--- src/common/dac_pkg.sv ---
package dac_pkg;

	typedef logic [15:0] dac_word_t;  // offset binary, as the DAC expects
	typedef logic signed [15:0] dac_signed_t;  // two's complement filter value

	// AD5662 frame: 6 don't-care bits, power-down field, data word
	localparam int FRAME_LEN = 24;
	localparam logic [1:0] PD_BITS = 2'b00;  // normal operation
	localparam int GAP_LEN = 2;  // clocks with sync high between frames

	typedef logic [FRAME_LEN-1:0] frame_t;
	typedef logic [$clog2(FRAME_LEN)-1:0] bit_idx_t;

	typedef enum logic [1:0] {
		SER_IDLE,
		SER_SHIFT,
		SER_GAP
	} ser_state_t;

endpackage

--- src/common/pps_pkg.sv ---
package pps_pkg;

	// nominal second in clocks, shortened for simulation
	localparam logic [31:0] COUNT_PERIOD = 32'd1000;

	// blanking time after an accepted pulse edge
	localparam logic [31:0] DEBOUNCE_LEN = COUNT_PERIOD / 4;

	localparam int PHASE_W = 12;
	localparam int COUNT_W = 11;  // holds 0 .. COUNT_PERIOD-1

	// capture window spans 256 counts either side of the alignment point
	localparam int WINDOW_LEN = 512;
	localparam int COUNT_INIT = WINDOW_LEN / 2;  // counter value on lock

	// PI gains as arithmetic right shifts
	localparam int KP_SHIFT = 4;
	localparam int KI_SHIFT = 0;

	typedef logic [COUNT_W-1:0] count_t;
	typedef logic signed [PHASE_W-1:0] phase_t;

	// {on, armed, raw phase}
	typedef logic [PHASE_W+1:0] status_t;

endpackage

--- src/logic/dac_serializer.sv ---
`timescale 1ns/1ps

module dac_serializer
	import dac_pkg::*;
(
	input  logic      clk,
	input  logic      arst_n,
	input  logic      dac_stb,
	input  dac_word_t dac_word,
	output logic      credit_ret,
	output logic      dac_sclk,
	output logic      dac_sync_n,
	output logic      dac_din
);

	ser_state_t state;
	frame_t     frame;
	frame_t     shreg;
	bit_idx_t   bit_cnt;  // bit index while shifting, gap clocks afterwards

	assign frame = {6'b0, PD_BITS, dac_word};

	always_ff @(posedge clk or negedge arst_n) begin
		if (!arst_n) begin
			state      <= SER_IDLE;
			bit_cnt    <= '0;
			credit_ret <= 1'b0;
			dac_sclk   <= 1'b0;
			dac_sync_n <= 1'b1;
			dac_din    <= 1'b0;
		end else begin
			credit_ret <= 1'b0;
			case (state)
				SER_IDLE: begin
					if (dac_stb) begin
						state      <= SER_SHIFT;
						dac_sync_n <= 1'b0;
						dac_sclk   <= 1'b1;  // first bit goes out with the rising edge
						dac_din    <= frame[FRAME_LEN-1];
						bit_cnt    <= '0;
					end
				end
				SER_SHIFT: begin
					if (dac_sclk) begin
						dac_sclk <= 1'b0;  // DAC samples here
					end else if (bit_cnt == bit_idx_t'(FRAME_LEN - 1)) begin
						state      <= SER_GAP;
						dac_sync_n <= 1'b1;
						bit_cnt    <= '0;
					end else begin
						dac_sclk <= 1'b1;
						dac_din  <= shreg[FRAME_LEN-1];
						bit_cnt  <= bit_cnt + 1'b1;
					end
				end
				SER_GAP: begin
					if (bit_cnt == bit_idx_t'(GAP_LEN - 1)) begin
						state      <= SER_IDLE;
						credit_ret <= 1'b1;  // frame done, filter may send again
					end else begin
						bit_cnt <= bit_cnt + 1'b1;
					end
				end
				default: state <= SER_IDLE;
			endcase
		end
	end

	// remaining bits, MSB first
	always_ff @(posedge clk) begin
		if (state == SER_IDLE && dac_stb)
			shreg <= {frame[FRAME_LEN-2:0], 1'b0};
		else if (state == SER_SHIFT && !dac_sclk)
			shreg <= {shreg[FRAME_LEN-2:0], 1'b0};
	end

endmodule

--- src/logic/pps_edge_filter.sv ---
`timescale 1ns/1ps

module pps_edge_filter
	import pps_pkg::*;
(
	input  logic clk,
	input  logic arst_n,
	input  logic pps_in,
	output logic pps_edge
);

	logic   sync1;
	logic   sync2;
	logic   sync_d;  // previous synchronized level
	logic   rise;
	logic   blank;  // ignoring edges after an accepted one
	count_t blank_cnt;

	assign rise = sync2 & ~sync_d;

	always_ff @(posedge clk or negedge arst_n) begin
		if (!arst_n) begin
			sync1     <= 1'b0;
			sync2     <= 1'b0;
			sync_d    <= 1'b0;
			pps_edge  <= 1'b0;
			blank     <= 1'b0;
			blank_cnt <= '0;
		end else begin
			sync1    <= pps_in;
			sync2    <= sync1;
			sync_d   <= sync2;
			pps_edge <= rise & ~blank;

			if (rise && !blank) begin
				blank     <= 1'b1;
				blank_cnt <= '0;
			end else if (blank) begin
				// blanking fits in count_t, it is shorter than a period
				if (blank_cnt == count_t'(DEBOUNCE_LEN - 1))
					blank <= 1'b0;
				else
					blank_cnt <= blank_cnt + 1'b1;
			end
		end
	end

endmodule

--- src/logic/pps_lock_top.sv ---
`timescale 1ns/1ps

module pps_lock_top
	import pps_pkg::*;
	import dac_pkg::*;
(
	input  logic      clk,
	input  logic      arst_n,
	input  logic      pps_in,
	input  logic      run_request,
	input  logic      err_sign,
	input  dac_word_t dac_preset_val,
	output logic      dac_sclk,
	output logic      dac_sync_n,
	output logic      dac_din,
	output status_t   dsp_status,
	output logic      dsp_ovf,
	output logic      pps_out
);

	logic      pps_edge;
	logic      phase_stb;
	logic      preset_stb;
	phase_t    phase;
	logic      dac_stb;
	dac_word_t dac_word;
	logic      credit_ret;  // serializer back to filter

	pps_edge_filter edge_i (
		.clk      (clk),
		.arst_n   (arst_n),
		.pps_in   (pps_in),
		.pps_edge (pps_edge)
	);

	phase_detector pd_i (
		.clk         (clk),
		.arst_n      (arst_n),
		.pps_edge    (pps_edge),
		.run_request (run_request),
		.err_sign    (err_sign),
		.phase       (phase),
		.phase_stb   (phase_stb),
		.preset_stb  (preset_stb),
		.pps_out     (pps_out),
		.dsp_status  (dsp_status)
	);

	pps_loop_filter plf_i (
		.clk            (clk),
		.arst_n         (arst_n),
		.phase_stb      (phase_stb),
		.phase          (phase),
		.preset_stb     (preset_stb),
		.dac_preset_val (dac_preset_val),
		.credit_ret     (credit_ret),
		.dac_stb        (dac_stb),
		.dac_word       (dac_word),
		.ovf            (dsp_ovf)
	);

	dac_serializer ser_i (
		.clk        (clk),
		.arst_n     (arst_n),
		.dac_stb    (dac_stb),
		.dac_word   (dac_word),
		.credit_ret (credit_ret),
		.dac_sclk   (dac_sclk),
		.dac_sync_n (dac_sync_n),
		.dac_din    (dac_din)
	);

endmodule

--- src/loop_filter/pps_loop_filter.sv ---
`timescale 1ns/1ps

module pps_loop_filter
	import pps_pkg::*;
	import dac_pkg::*;
(
	input  logic      clk,
	input  logic      arst_n,
	input  logic      phase_stb,
	input  phase_t    phase,
	input  logic      preset_stb,
	input  dac_word_t dac_preset_val,
	input  logic      credit_ret,
	output logic      dac_stb,
	output dac_word_t dac_word,
	output logic      ovf
);

	dac_signed_t        integ;
	dac_signed_t        prop_q;  // proportional term for stage 2
	dac_signed_t        out_sat;
	logic signed [16:0] int_sum;
	logic signed [16:0] out_sum;
	logic               int_ovf;
	logic               out_ovf;
	logic               st1_v;
	logic               pend;  // result held until a credit comes back
	logic               credit;

	function automatic dac_signed_t sat16(input logic signed [16:0] s);
		if (s[16] != s[15]) begin
			return s[16] ? 16'sh8000 : 16'sh7fff;
		end
		return s[15:0];
	endfunction

	assign int_sum = 17'(integ) + 17'(phase >>> KI_SHIFT);
	assign out_sum = 17'(integ) + 17'(prop_q);
	assign int_ovf = int_sum[16] ^ int_sum[15];
	assign out_ovf = out_sum[16] ^ out_sum[15];
	assign out_sat = sat16(out_sum);

	// stage 1: integrator, or preset load
	always_ff @(posedge clk or negedge arst_n) begin
		if (!arst_n) begin
			integ <= '0;
			st1_v <= 1'b0;
		end else begin
			st1_v <= preset_stb | phase_stb;
			if (preset_stb)
				integ <= {~dac_preset_val[15], dac_preset_val[14:0]};
			else if (phase_stb)
				integ <= sat16(int_sum);
		end
	end

	always_ff @(posedge clk) begin
		if (preset_stb)
			prop_q <= '0;  // preset passes through unchanged
		else if (phase_stb)
			prop_q <= dac_signed_t'(phase >>> KP_SHIFT);
	end

	// stage 2: output register gated by the single credit
	always_ff @(posedge clk or negedge arst_n) begin
		if (!arst_n) begin
			dac_stb <= 1'b0;
			pend    <= 1'b0;
			credit  <= 1'b1;
			ovf     <= 1'b0;
		end else begin
			dac_stb <= 1'b0;
			if (st1_v || pend) begin
				if (credit) begin
					dac_stb <= 1'b1;
					credit  <= 1'b0;
					pend    <= 1'b0;
				end else begin
					pend <= 1'b1;
				end
			end
			if (credit_ret)
				credit <= 1'b1;

			if ((phase_stb && !preset_stb && int_ovf) || (st1_v && out_ovf))
				ovf <= 1'b1;  // sticky until reset
		end
	end

	// newest result overwrites a held one
	always_ff @(posedge clk) begin
		if (st1_v)
			dac_word <= {~out_sat[15], out_sat[14:0]};
	end

endmodule

--- src/phase_detector/phase_detector.sv ---
`timescale 1ns/1ps

module phase_detector
	import pps_pkg::*;
(
	input  logic    clk,
	input  logic    arst_n,
	input  logic    pps_edge,
	input  logic    run_request,
	input  logic    err_sign,    // selects feedback polarity
	output phase_t  phase,
	output logic    phase_stb,
	output logic    preset_stb,
	output logic    pps_out,
	output status_t dsp_status
);

	count_t             count;
	logic               armed;
	logic               dsp_on;  // loop running
	logic               run_d;
	logic               edge_d;  // edge delayed so the aligned pulse reads COUNT_INIT
	logic               meas_pend;  // phase captured, waiting for window close
	logic [PHASE_W-1:0] phase_raw;
	logic               lock;
	logic               win;
	logic               meas;
	phase_t             diff;

	assign win  = count < count_t'(WINDOW_LEN);
	assign lock = pps_edge & armed;

	// the locking edge itself shows up on edge_d together with preset_stb
	assign meas = edge_d & dsp_on & ~preset_stb;
	assign diff = phase_t'(count) - phase_t'(COUNT_INIT);

	always_ff @(posedge clk or negedge arst_n) begin
		if (!arst_n) begin
			count      <= '0;
			armed      <= 1'b0;
			dsp_on     <= 1'b0;
			run_d      <= 1'b0;
			edge_d     <= 1'b0;
			meas_pend  <= 1'b0;
			phase_raw  <= '0;
			phase_stb  <= 1'b0;
			preset_stb <= 1'b0;
			pps_out    <= 1'b0;
		end else begin
			if (lock)
				count <= count_t'(COUNT_INIT);  // re-align on the first armed pulse
			else if (count == count_t'(COUNT_PERIOD - 1))
				count <= '0;
			else
				count <= count + 1'b1;

			run_d      <= run_request;
			edge_d     <= pps_edge;
			pps_out    <= win;
			preset_stb <= lock;
			phase_stb  <= meas_pend & ~win;  // one clock after the window closes

			if (run_request && !run_d)
				armed <= 1'b1;
			if (lock) begin
				armed  <= 1'b0;
				dsp_on <= 1'b1;
			end

			if (edge_d)
				phase_raw <= PHASE_W'(count);

			if (meas && win)
				meas_pend <= 1'b1;
			else if (!win || !run_request)
				meas_pend <= 1'b0;

			// pulse outside the window means the loop lost track
			if (!run_request || (meas && !win))
				dsp_on <= 1'b0;
		end
	end

	always_ff @(posedge clk) begin
		if (meas && win)
			phase <= err_sign ? -diff : diff;
	end

	assign dsp_status = {dsp_on, armed, phase_raw};

endmodule

--- config.mk ---
export PLATFORM = sky130hd
export DESIGN_NAME = pps_lock_top
export DESIGN_NICKNAME = d
export VERILOG_FILES = /design/src/common/dac_pkg.sv /design/src/common/pps_pkg.sv /design/src/logic/dac_serializer.sv /design/src/logic/pps_edge_filter.sv /design/src/logic/pps_lock_top.sv /design/src/loop_filter/pps_loop_filter.sv /design/src/phase_detector/phase_detector.sv
export SDC_FILE = /design/constraint.sdc
export NUM_CORES = 1
export LEC_CHECK = 0
export BUFFER_PORTS_ARGS = -buffer_cell sky130_fd_sc_hd__clkbuf_2
export CAP_MARGIN = 20
export CORE_MARGIN = 4
export CORE_UTILIZATION = 55
export CTS_BUF_LIST = sky130_fd_sc_hd__clkbuf_4
export CTS_CLUSTER_SIZE = 24
export DETAILED_ROUTE_END_ITERATION = 12
export PLACE_DENSITY = 0.69
export SETUP_SLACK_MARGIN = 0.2
export SLEW_MARGIN = 20
export SYNTH_ARGS = -nofsm -noshare
export SYNTH_HDL_FRONTEND = slang
export SYNTH_SLANG_ARGS = --single-unit
--- constraint.sdc ---
create_clock -name clk -period 3 [get_ports clk]
set_input_delay 0.6 -clock clk [delete_from_list [all_inputs] [get_ports clk]]
set_output_delay 0.6 -clock clk [all_outputs]
set_load 0.01 [all_outputs]
# Word-level counts from Yosys, hierarchy flattened
# Index checks and enable logic that the tools add are counted.
# classes
n_addsub	7
mul	0
n_div	0
n_lt_le_gt_ge	1
eq_ne	15
shifts	0
muxes	57
n_bitwise	15
n_reduce_logical	35
# op_table
op	n
$mux W16	8
$mux W11	5
$mux W17	2
$mux W1	28
$add A11 B1 Y11 const B	2
$mux W5	4
$add A16 B12 Y17	1
$add A16 B8 Y17	1
$reduce_and A4 Y1	4
$reduce_bool A2 Y1	8
$pmux W5 S3	1
$mux W12	1
$neg A12 Y12	1
$sub A11 B9 Y12 const B	1
$eq A11 B10 Y1 const B	1
$eq A11 B8 Y1 const B	1
$lt A11 B10 Y1 const B	1
$logic_and A1 B1 Y1	9
$mux W2	4
$ne A2 B2 Y1 const B	4
$and A1 B1 Y1	6
$logic_not A1 Y1	6
$ne A2 B1 Y1 const B	3
$not A1 Y1	6
other kinds (14)	22
# word_totals
ff_bits	137
latchBits	0
ramBits	0
romBits	0
input_bits	21
output_inout_bits	19
word_cells	163
n_memories	0

# Logic depth before layout (Yosys ltp)
# Gate-level depths: netlist (run 1).
# logic_depth
depth_word	8
ltp_mapped	11
ltp_nobuf	10

# By module
# A second synthesis (run 1) with hierarchy kept.
# unflattened
hier_cells	755
area_unflattened_um2	7752.4
# by_module_without_submodules
module	instances	cells_per_inst	area_per_inst_um2	seq_area_each_um2
pps_loop_filter	1	360	3444.6	1167.4
phase_detector	1	158	1948.1	1111.1
dac_serializer	1	166	1596.5	897.1
pps_edge_filter	1	71	763.2	400.4

# Worst setup path after synthesis (run 1)
# OpenSTA, ideal clock, no wires.
# synth_path
path_type	register to register
start	register plf_i.prop_q[7] (netlist name)
end	register plf_i.dac_word[10], data pin
setup_ps	261
arrival_time_ps	2297
required_time_ps	2739
setup_slack_ps	443
path_stages_with_launch	10
n_path_buf	1
synth_period_minus_slack_ps	2557
cell_sequence	dfxtp_1 > ha_1 > a211oi_2 > o21bai_1 > a21o_1 > a221oi_2 > o211ai_2 > and2_1 > buf_6 > maj3_2
# synth_between
elab_chain_cells	4
word_cells_on_any_way	6
cone_classes	1 x add/sub; 1 x eq/ne; 4 x mux
# synth_rtl
element	line	rtl
$add A16 B8 Y17 *	pps_loop_filter.sv:38	assign out_sum = 17'(integ) + 17'(prop_q);
$mux W16 or $ne A1 B1 Y1 (tied branches)	pps_loop_filter.sv:32, pps_loop_filter.sv:31	
$mux W16 or $mux W1 (tied branches)	pps_loop_filter.sv:31	if (s[16] != s[15]) begin
$mux W16 *	pps_loop_filter.sv:34	return s[15:0];
named net plf_i.out_sat[10]	pps_loop_filter.sv:21	dac_signed_t out_sat;
to (signal assigned)	pps_loop_filter.sv:93	dac_word <= {~out_sat[15], out_sat[14:0]};
to (decl)	pps_loop_filter.sv:15	output dac_word_t dac_word,
# The timed path passes the listed nets; every way through them passes the cells marked *. The select of a mux whose other input is x is not followed.
# A chain may end at the register's enable or synchronous reset.

# Final worst setup path (run 1)
# layout_path
start	register plf_i.integ[0]
end	register plf_i.dac_word[7], data pin
# layout_between
elab_chain_cells	4
word_cells_on_any_way	6
cone_classes	1 x add/sub; 1 x eq/ne; 4 x mux
# layout_rtl
element	line	rtl
from (decl)	pps_loop_filter.sv:19	dac_signed_t integ;
from (signal assigned)	pps_loop_filter.sv:51	integ <= {~dac_preset_val[15], dac_preset_val[14:0]};
from (signal assigned)	pps_loop_filter.sv:53	integ <= sat16(int_sum);
$add A16 B8 Y17 *	pps_loop_filter.sv:38	
$mux W16 or $ne A1 B1 Y1 (tied branches)	pps_loop_filter.sv:32, pps_loop_filter.sv:31	
$mux W16 or $mux W1 (tied branches)	pps_loop_filter.sv:31	
$mux W16 *	pps_loop_filter.sv:34	
named net plf_i.out_sat[7]	pps_loop_filter.sv:21	
# Marked as above.

==> impl_results.md, run 1 <==
- Status: finished clean
- Remaining antenna violation count: 0
- Total CTS buffers: 17
- Die H: 125.0 um
- Critical path endpoint category: flop
- Synthesis warning total: 0
- I/O Buffers: 38
- Max-slew violation total from the final report: 0
- Seq cells post-synth: 137
- Placed cell area: 7840 um2
- Final setup viols: 0
- Initial Utilization: 56.39%
- Final Skew: 16.81 ps
- Worst-path maximum fanout: 5
- DR WL met2: 8234 um
- CP max stage cell: dfrtp_1
- Placed cells: 923
- Syn nets: 801
- Nets: 844
- Register area: 3580 um2
- Gr ovfl total: 0
- Cell Area, Synth: 7527 um2
- Post-synthesis xor/xnor area fraction: 6.150%
- Internal power: 0.003736 W
- Worst-Margin Slew: 880.6 ps
- First-pass GRT wire length: 25,740 um
- Later-pin clock latency in the skew report: 540 ps
- Reg clk slew, reported paths: 110 ps
- RSZ-0062 raised after global routing: yes
- Simple-gate share of the synthesized area: 14.56%
- Root buf cell: clkbuf_4
- Area of the multi-input gates: 3829 um2
- Tcrit/Tclk final: 92.45%
- Vias per inst: 5.778
- Crit-path max cell delay: 400 ps
- Placeable Area: 13,350 um2
- Async SR Flop Fraction: 56.93%
- Setup CP Type: flop to flop
- Share of post-route cells with drive strength above 1: 18.86%
- Crit path arrival time: 3190 ps
- Initial antenna violation count: 0
- Pleak: 3.480 nW
- Final min period: 2774 ps
- Slew headroom: 41.08%
- Row cnt: 42
- Final wirelength: 15,970 um
- Post-synthesis mux area share: 3.690%
- CP required: 3420 ps
- Max layer used: met4
- Largest net degree at the start of global routing: 79
- Post-DR wirelength/cell: 16.53 um
- Reg2Reg Depth: 11
- Post-route insts no fill: 966
- Clock Path Buffers: 2
- Htree depth: 4
- R2R setup slack: 230 ps
- Number of vias after detailed routing: 5,582
- Worst flop-to-flop path endpoint: plf_i.dac_word[7]
- CTS sink count: 137
- Main synth FF type: dfrtp_1
- Seq pwr share: 43.5%
- Final Hold Fails: 0
- Compound-Gate Fraction of Synth Area: 16.32%
- # DRC: 0
- Fin area: 8329 um2
- Vias in the first global route: 5,430
- PD cells: 698.8 nW/um2
- Gr usage total: 20.13%
- GPL Wtd Cong: 0.8473
- Post-synthesis adder-cell area fraction: 8.295%
- CTS hold repair buffers: 0
- Largest family of logic cells by synthesized area: compound AO/OA/AOI/OAI gates
- Synthesized netlist cell count: 734
- Sum Neg Setup Slack: 0 ps
- Logic pwr share: 36.4%
- Hold crit path type: input port to asynchronous set/reset pin
- FF-to-FF Start: plf_i.integ[0]
- Die width: 125.0 um
- Die Area: 15,620 um2
- Synthesis-to-layout area growth: 10.65%
- Mean Syn Cell Area: 10.26 um2
- M1 WL: 6774 um
- Clk pwr share: 20.2%
- IO Pins: 40
- Sw Pwr: 0.002085 W
- Fillers: 1,151
- Sw Share: 35.82%
- MaxCap Viol Count: 0
- WL met3: 497 um
- Maximum VDD drop: 467.4 uV
- Worst-path cell chain: ha_2, inv_1, fa_1, nand2b_1, a21o_1, a211oi_4, a221oi_4, o211ai_4, buf_4, and2_4, maj3_2
- Antenna diodes: 0
- Fmax: 0.3605 GHz
- First-pass iteration count of the detailed router: 5
- Cell variety after synth: 70
- CTS tree: built
- Proportion of synthesized chip area in sequential cells: 47.51%
- Detail Placement HPWL: 11,460 um
- Initial DRC count: 371
- Post-synth EDFFs: 44
- Crit path launch type: flop
- Finished Core Util: 62.40%
==> synthesized netlist by cell type, types with 4 or more instances <==
| library cell | instances | area, um2 |
|---|---|---|
| mux2_2 | 14 | 157.7 |
| o21ai_1 | 5 | 25.02 |
| ha_1 | 44 | 550.5 |
| nor3_1 | 10 | 50.05 |
| nor2b_1 | 7 | 43.79 |
| xor2_1 | 23 | 201.4 |
| nand3_1 | 18 | 90.09 |
| clkbuf_1 | 21 | 78.83 |
| o21ai_0 | 26 | 130.1 |
| nand2_1 | 95 | 356.6 |
| dfrtp_1 | 76 | 1902 |
| o211ai_1 | 17 | 127.6 |
| nand2b_1 | 17 | 106.4 |
| a21o_1 | 10 | 75.07 |
| a21oi_1 | 49 | 245.2 |
| edfxtp_1 | 44 | 1321 |
| and3_1 | 9 | 56.30 |
| or3_1 | 5 | 31.28 |
| buf_4 | 5 | 37.54 |
| a21boi_0 | 4 | 30.03 |
| nor2_1 | 46 | 172.7 |
| a22oi_1 | 13 | 97.59 |
| xnor2_1 | 28 | 245.2 |
| a2111oi_0 | 4 | 35.03 |
| mux2i_1 | 12 | 120.1 |
| dfxtp_1 | 15 | 300.3 |
| a41oi_1 | 4 | 35.03 |
| inv_1 | 26 | 97.59 |
| or2_2 | 4 | 25.02 |
| a21oi_2 | 9 | 78.83 |
| o21a_1 | 4 | 30.03 |
| o21bai_1 | 5 | 37.54 |
==> sequential cells by signal, indices dropped and copies added, names as in the netlist, 2 cells and up <==
register and flops:
plf_i.integ 16, ser_i.bit_cnt 5, ser_i.state 2, pd_i.count 11, edge_i.blank_cnt 11, pd_i.phase_raw 11, pd_i.phase 12, plf_i.dac_word 16
plf_i.prop_q 8, ser_i.shreg 23
==> metrics by stage <==
stage                     setup WS, ps  power (W)  hold slack (ps)
final                            226.4   0.005820            69.91
after global routing             114.7   0.006207            81.95
after CTS                        197.4   0.005675            111.8
after detailed placement         167.0   0.004474            341.1
after global placement           249.2   0.004410            332.9
after floorplan                  442.6   0.004021            304.4
==> final cells by class <==
type,count,share of cell area (%)
clock inverter,10,1.232
multi-input combinational,539,45.97
inverter,26,1.172
tap,176,2.644
sequential,137,42.98
clock buffer,22,1.983
timing repair buffer,56,4.026
==> power groups by stage <==
stage	clock [W]	combinational (W)	sequential [W]
floorplan	0	0.00158	0.00244
global placement	0	0.00186	0.00255
detailed placement	0	0.00191	0.00256
CTS	0.00121	0.00195	0.00252
global route	0.00129	0.00235	0.00257
finish	0.00117	0.00212	0.00253
==> worst max-delay path: cells and delay by family (launching register included) <==
| kind | cells | cell delay [ps] |
|---|---|---|
| AO/OA/AOI/OAI | 4 | 910 |
| adder cells (fa/ha/maj) | 3 | 780 |
| flip-flops | 1 | 400 |
| AND/OR/NAND/NOR | 2 | 340 |
| buffers and inverters | 2 | 210 |
==> cells by family (layout without fill, tap and decap cells) <==
family / count (synthesis) / in the layout
AOI/OAI and AO/OA: 178 / 178
adders and majority gates: 49 / 49
xor gates and xnor gates: 52 / 52
buffers and inverters: 59 / 114
DFF: 137 / 137
and+or+nand+nor: 232 / 233
other: 1 / 1
muxes: 26 / 26
==> worst max path at each step <==
stage	startpoint	slack [ps]	to	depth (start not counted)
after floorplan	plf_i.prop_q[7]	440	plf_i.dac_word[10]	9
after global placement	plf_i.prop_q[7]	250	plf_i.dac_word[7]	8
after detailed placement	plf_i.integ[0]	170	plf_i.dac_word[1]	10
after CTS	plf_i.integ[0]	200	plf_i.dac_word[3]	11
after global routing	plf_i.integ[0]	110	plf_i.dac_word[13]	11
final	plf_i.integ[0]	230	plf_i.dac_word[7]	11
==> per-layer routing <==
metal	global-route usage (%)	up-vias
met3	4.307	34
met1	24.14	2713
met4	8.546	0
met5	0	-
met2	35.12	112
li1	-	2723
==> layout by cell type, fill, tap and decap left out, types with 3 or more instances in the layout <==
master | Yosys | routed
a21o_1 | 10 | 10
mux2i_1 | 12 | 12
o21ai_0 | 26 | 26
inv_1 | 26 | 26
or3_1 | 5 | 5
o21ai_1 | 5 | 4
xor2_1 | 23 | 23
nand3_1 | 18 | 18
a21boi_0 | 4 | 4
nand3b_1 | 3 | 3
maj3_2 | 3 | 3
clkbuf_2 | 0 | 37
nor2_1 | 46 | 46
clkinv_2 | 0 | 4
a21oi_2 | 9 | 10
o21bai_1 | 5 | 5
a211oi_2 | 3 | 3
and3_1 | 9 | 9
nor3_1 | 10 | 9
nand2b_1 | 17 | 17
nor2b_1 | 7 | 7
dfxtp_1 | 15 | 13
a41oi_1 | 4 | 4
mux2_2 | 14 | 14
or2_2 | 4 | 4
edfxtp_1 | 44 | 44
a22oi_1 | 13 | 13
o211ai_1 | 17 | 17
o21a_1 | 4 | 4
buf_4 | 5 | 17
dfrtp_1 | 76 | 75
ha_1 | 44 | 41
nand2_1 | 95 | 94
a21oi_1 | 49 | 47
clkbuf_4 | 0 | 22
xnor2_1 | 28 | 28
==> timing repair <==
action	CTS	global route
endpoints found under the setup margin	13	28
pin swaps	1	8
gates cloned	0	2
setup buffers	1	8
gates resized for setup	4	26
(Power assumes the default switching activity.)
==> inputs of run 2 (changes only) <==
CORE_MARGIN = 2   (was 4)
==> impl_results.md, run 2 (same netlist as run 1, synthesis figures left out) <==
- Sum Neg Setup Slack: 0 ps
- Cell family with most CP delay: compound AO/OA/AOI/OAI gates
- Crit-path max cell delay: 440 ps
- Worst-Margin Slew: 955.5 ps
- Final wirelength: 15,340 um
- GPL Wtd Cong: 0.9243
- Post-DR wirelength/cell: 15.89 um
- Initial antenna violation count: 0
- Internal power: 0.003645 W
- MaxCap Viol Count: 0
- Gr usage total: 22.02%
- Reg clk slew, reported paths: 110 ps
- Share of post-route cells with drive strength above 1: 18.38%
- Vias in the first global route: 5,288
- Largest register by flop count: ser_i.shreg
- Htree depth: 4
- Row cnt: 42
- Setup CP Type: flop to flop
- Die Area: 14,640 um2
- CP max stage cell: dfrtp_1
- Tightest hold margin: 152.7 ps
- RSZ-0062 raised after global routing: yes
- Logic pwr share: 36.3%
- Detail Placement HPWL: 11,040 um
- Largest net degree at the start of global routing: 79
- Antenna diodes: 0
- Hold-critical path depth: 1
- Root buf cell: clkbuf_4
- First-pass iteration count of the detailed router: 5
- Crit path launch type: flop
- Sw Pwr: 0.002024 W
- Hold crit path type: input port to flop
- Gr ovfl total: 0
- Total power: 0.005669 W
- Slew headroom: 36.06%
- Critical path endpoint category: flop
- Finished Core Util: 62.18%
- Fmax: 0.3590 GHz
- Sw Share: 35.71%
- Most frequent cells in the layout: nand2_1, dfrtp_1, nor2_1, a21oi_1, edfxtp_1
- Number of vias after detailed routing: 5,451
- Final min period: 2786 ps
- Largest registers: ser_i.shreg: 23 flops, plf_i.dac_word: 16 flops, plf_i.integ: 16 flops
- Crit. path cell count: 9
- CP required: 3310 ps
- Seq pwr share: 44.5%
- Tcrit/Tclk final: 92.86%
- Die width: 121.0 um
- Reg2Reg Depth: 9
- Clk pwr share: 19.2%
- Final setup viols: 0
- I/O Buffers: 38
- Maximum VDD drop: 544.8 uV
- # DRC: 0
- Crit path buf inv count: 2
- Initial DRC count: 425
- CTS sink count: 137
- Initial Utilization: 56.62%
- PD cells: 685.8 nW/um2
- Final Skew: 22.20 ps
- First-pass GRT wire length: 25,240 um
- Total CTS buffers: 17
- IO Pins: 40
- Crit path arrival time: 3100 ps
- Status: finished clean
- Die H: 121.0 um
- Pleak: 3.477 nW
- Synthesis-to-layout area growth: 9.824%
- Max-slew violation total from the final report: 0
- Remaining antenna violation count: 0
- Most common cell after layout, fill and taps aside: nand2_1
- Worst-path maximum fanout: 5
- Worst-path cell chain: ha_2, buf_4, a211oi_2, o211ai_1, a221oi_2, a211oi_2, xor2_2, buf_4, maj3_2
- Later-pin clock latency in the skew report: 560 ps
- Final Hold Fails: 0
- Max reg flops: 23
- Clock Path Buffers: 2
- Vias per inst: 5.649
- Nets: 843
- Placeable Area: 13,300 um2
- CTS tree: built
## run 2: worst register-to-register path, cell delays in order, from the launching register on
cell and delay (ps):
dfrtp_1 440, ha_2 210, buf_4 130, a211oi_2 280, o211ai_1 190, a221oi_2 400, a211oi_2 160, xor2_2 250
buf_4 190, maj3_2 300
## run 2: timing repair
item,CTS,global route
pin swaps,1,11
gates cloned,0,1
setup buffers,1,8
resized for setup,4,22
endpoints found under the setup margin,13,31
endpoints found under the hold margin,0,28
hold buffers,0,1
## run 2: final timing paths
path,start,to,slack [ps]
max,plf_i.integ[0],plf_i.dac_word[7],210
min,pps_in,edge_i.sync1,150
min reg2reg,edge_i.sync1,edge_i.sync2,370
min in group asynchronous,arst_n,plf_i.integ[2],510
max reg2reg,plf_i.integ[0],plf_i.dac_word[7],210
max in group asynchronous,arst_n,ser_i.dac_sync_n,1840
## run 2: final cells by class
class / count / area [um2]
Timing Repair Buffer: 55 / 346.6
Clock buffer: 25 / 187.7
Tap cell: 176 / 220.2
Inverter: 26 / 97.59
Sequential cell: 137 / 3577
Fill cell: 1096 / 5029
Clock inverter: 7 / 56.30
Multi-Input combinational cell: 539 / 3781
## run 2: layer usage
metal  vias to the layer above  wire length (um)  part of all wire, %  GRT usage, %
li1                       2718                 -                    -             -
met1                      2606              6535                   43         26.60
met2                       106              7991                   52         38.13
met3                        21               536                  3.5         4.887
met4                         0               270                  1.8         8.794
met5                         -                 0                    0             0
## run 2: power groups by stage
stage               registers (W)  clock network [W]  logic, W
floorplan                 0.00244                  0   0.00158
global placement          0.00256                  0   0.00183
detailed placement        0.00256                  0   0.00190
CTS                       0.00252            0.00113   0.00193
global route              0.00256            0.00120   0.00229
finish                    0.00252            0.00109   0.00206
## run 2: metrics by stage
stage / instances / worst slack [ps] / instance area, um2
floorplan: 734 / 442.6 / 7527
detailed placement: 921 / 87.30 / 7825
CTS: 954 / 178.8 / 8090
global placement: 921 / 274.8 / 7825
finish: 965 / 214.1 / 8267
global route: 965 / 108.2 / 8267
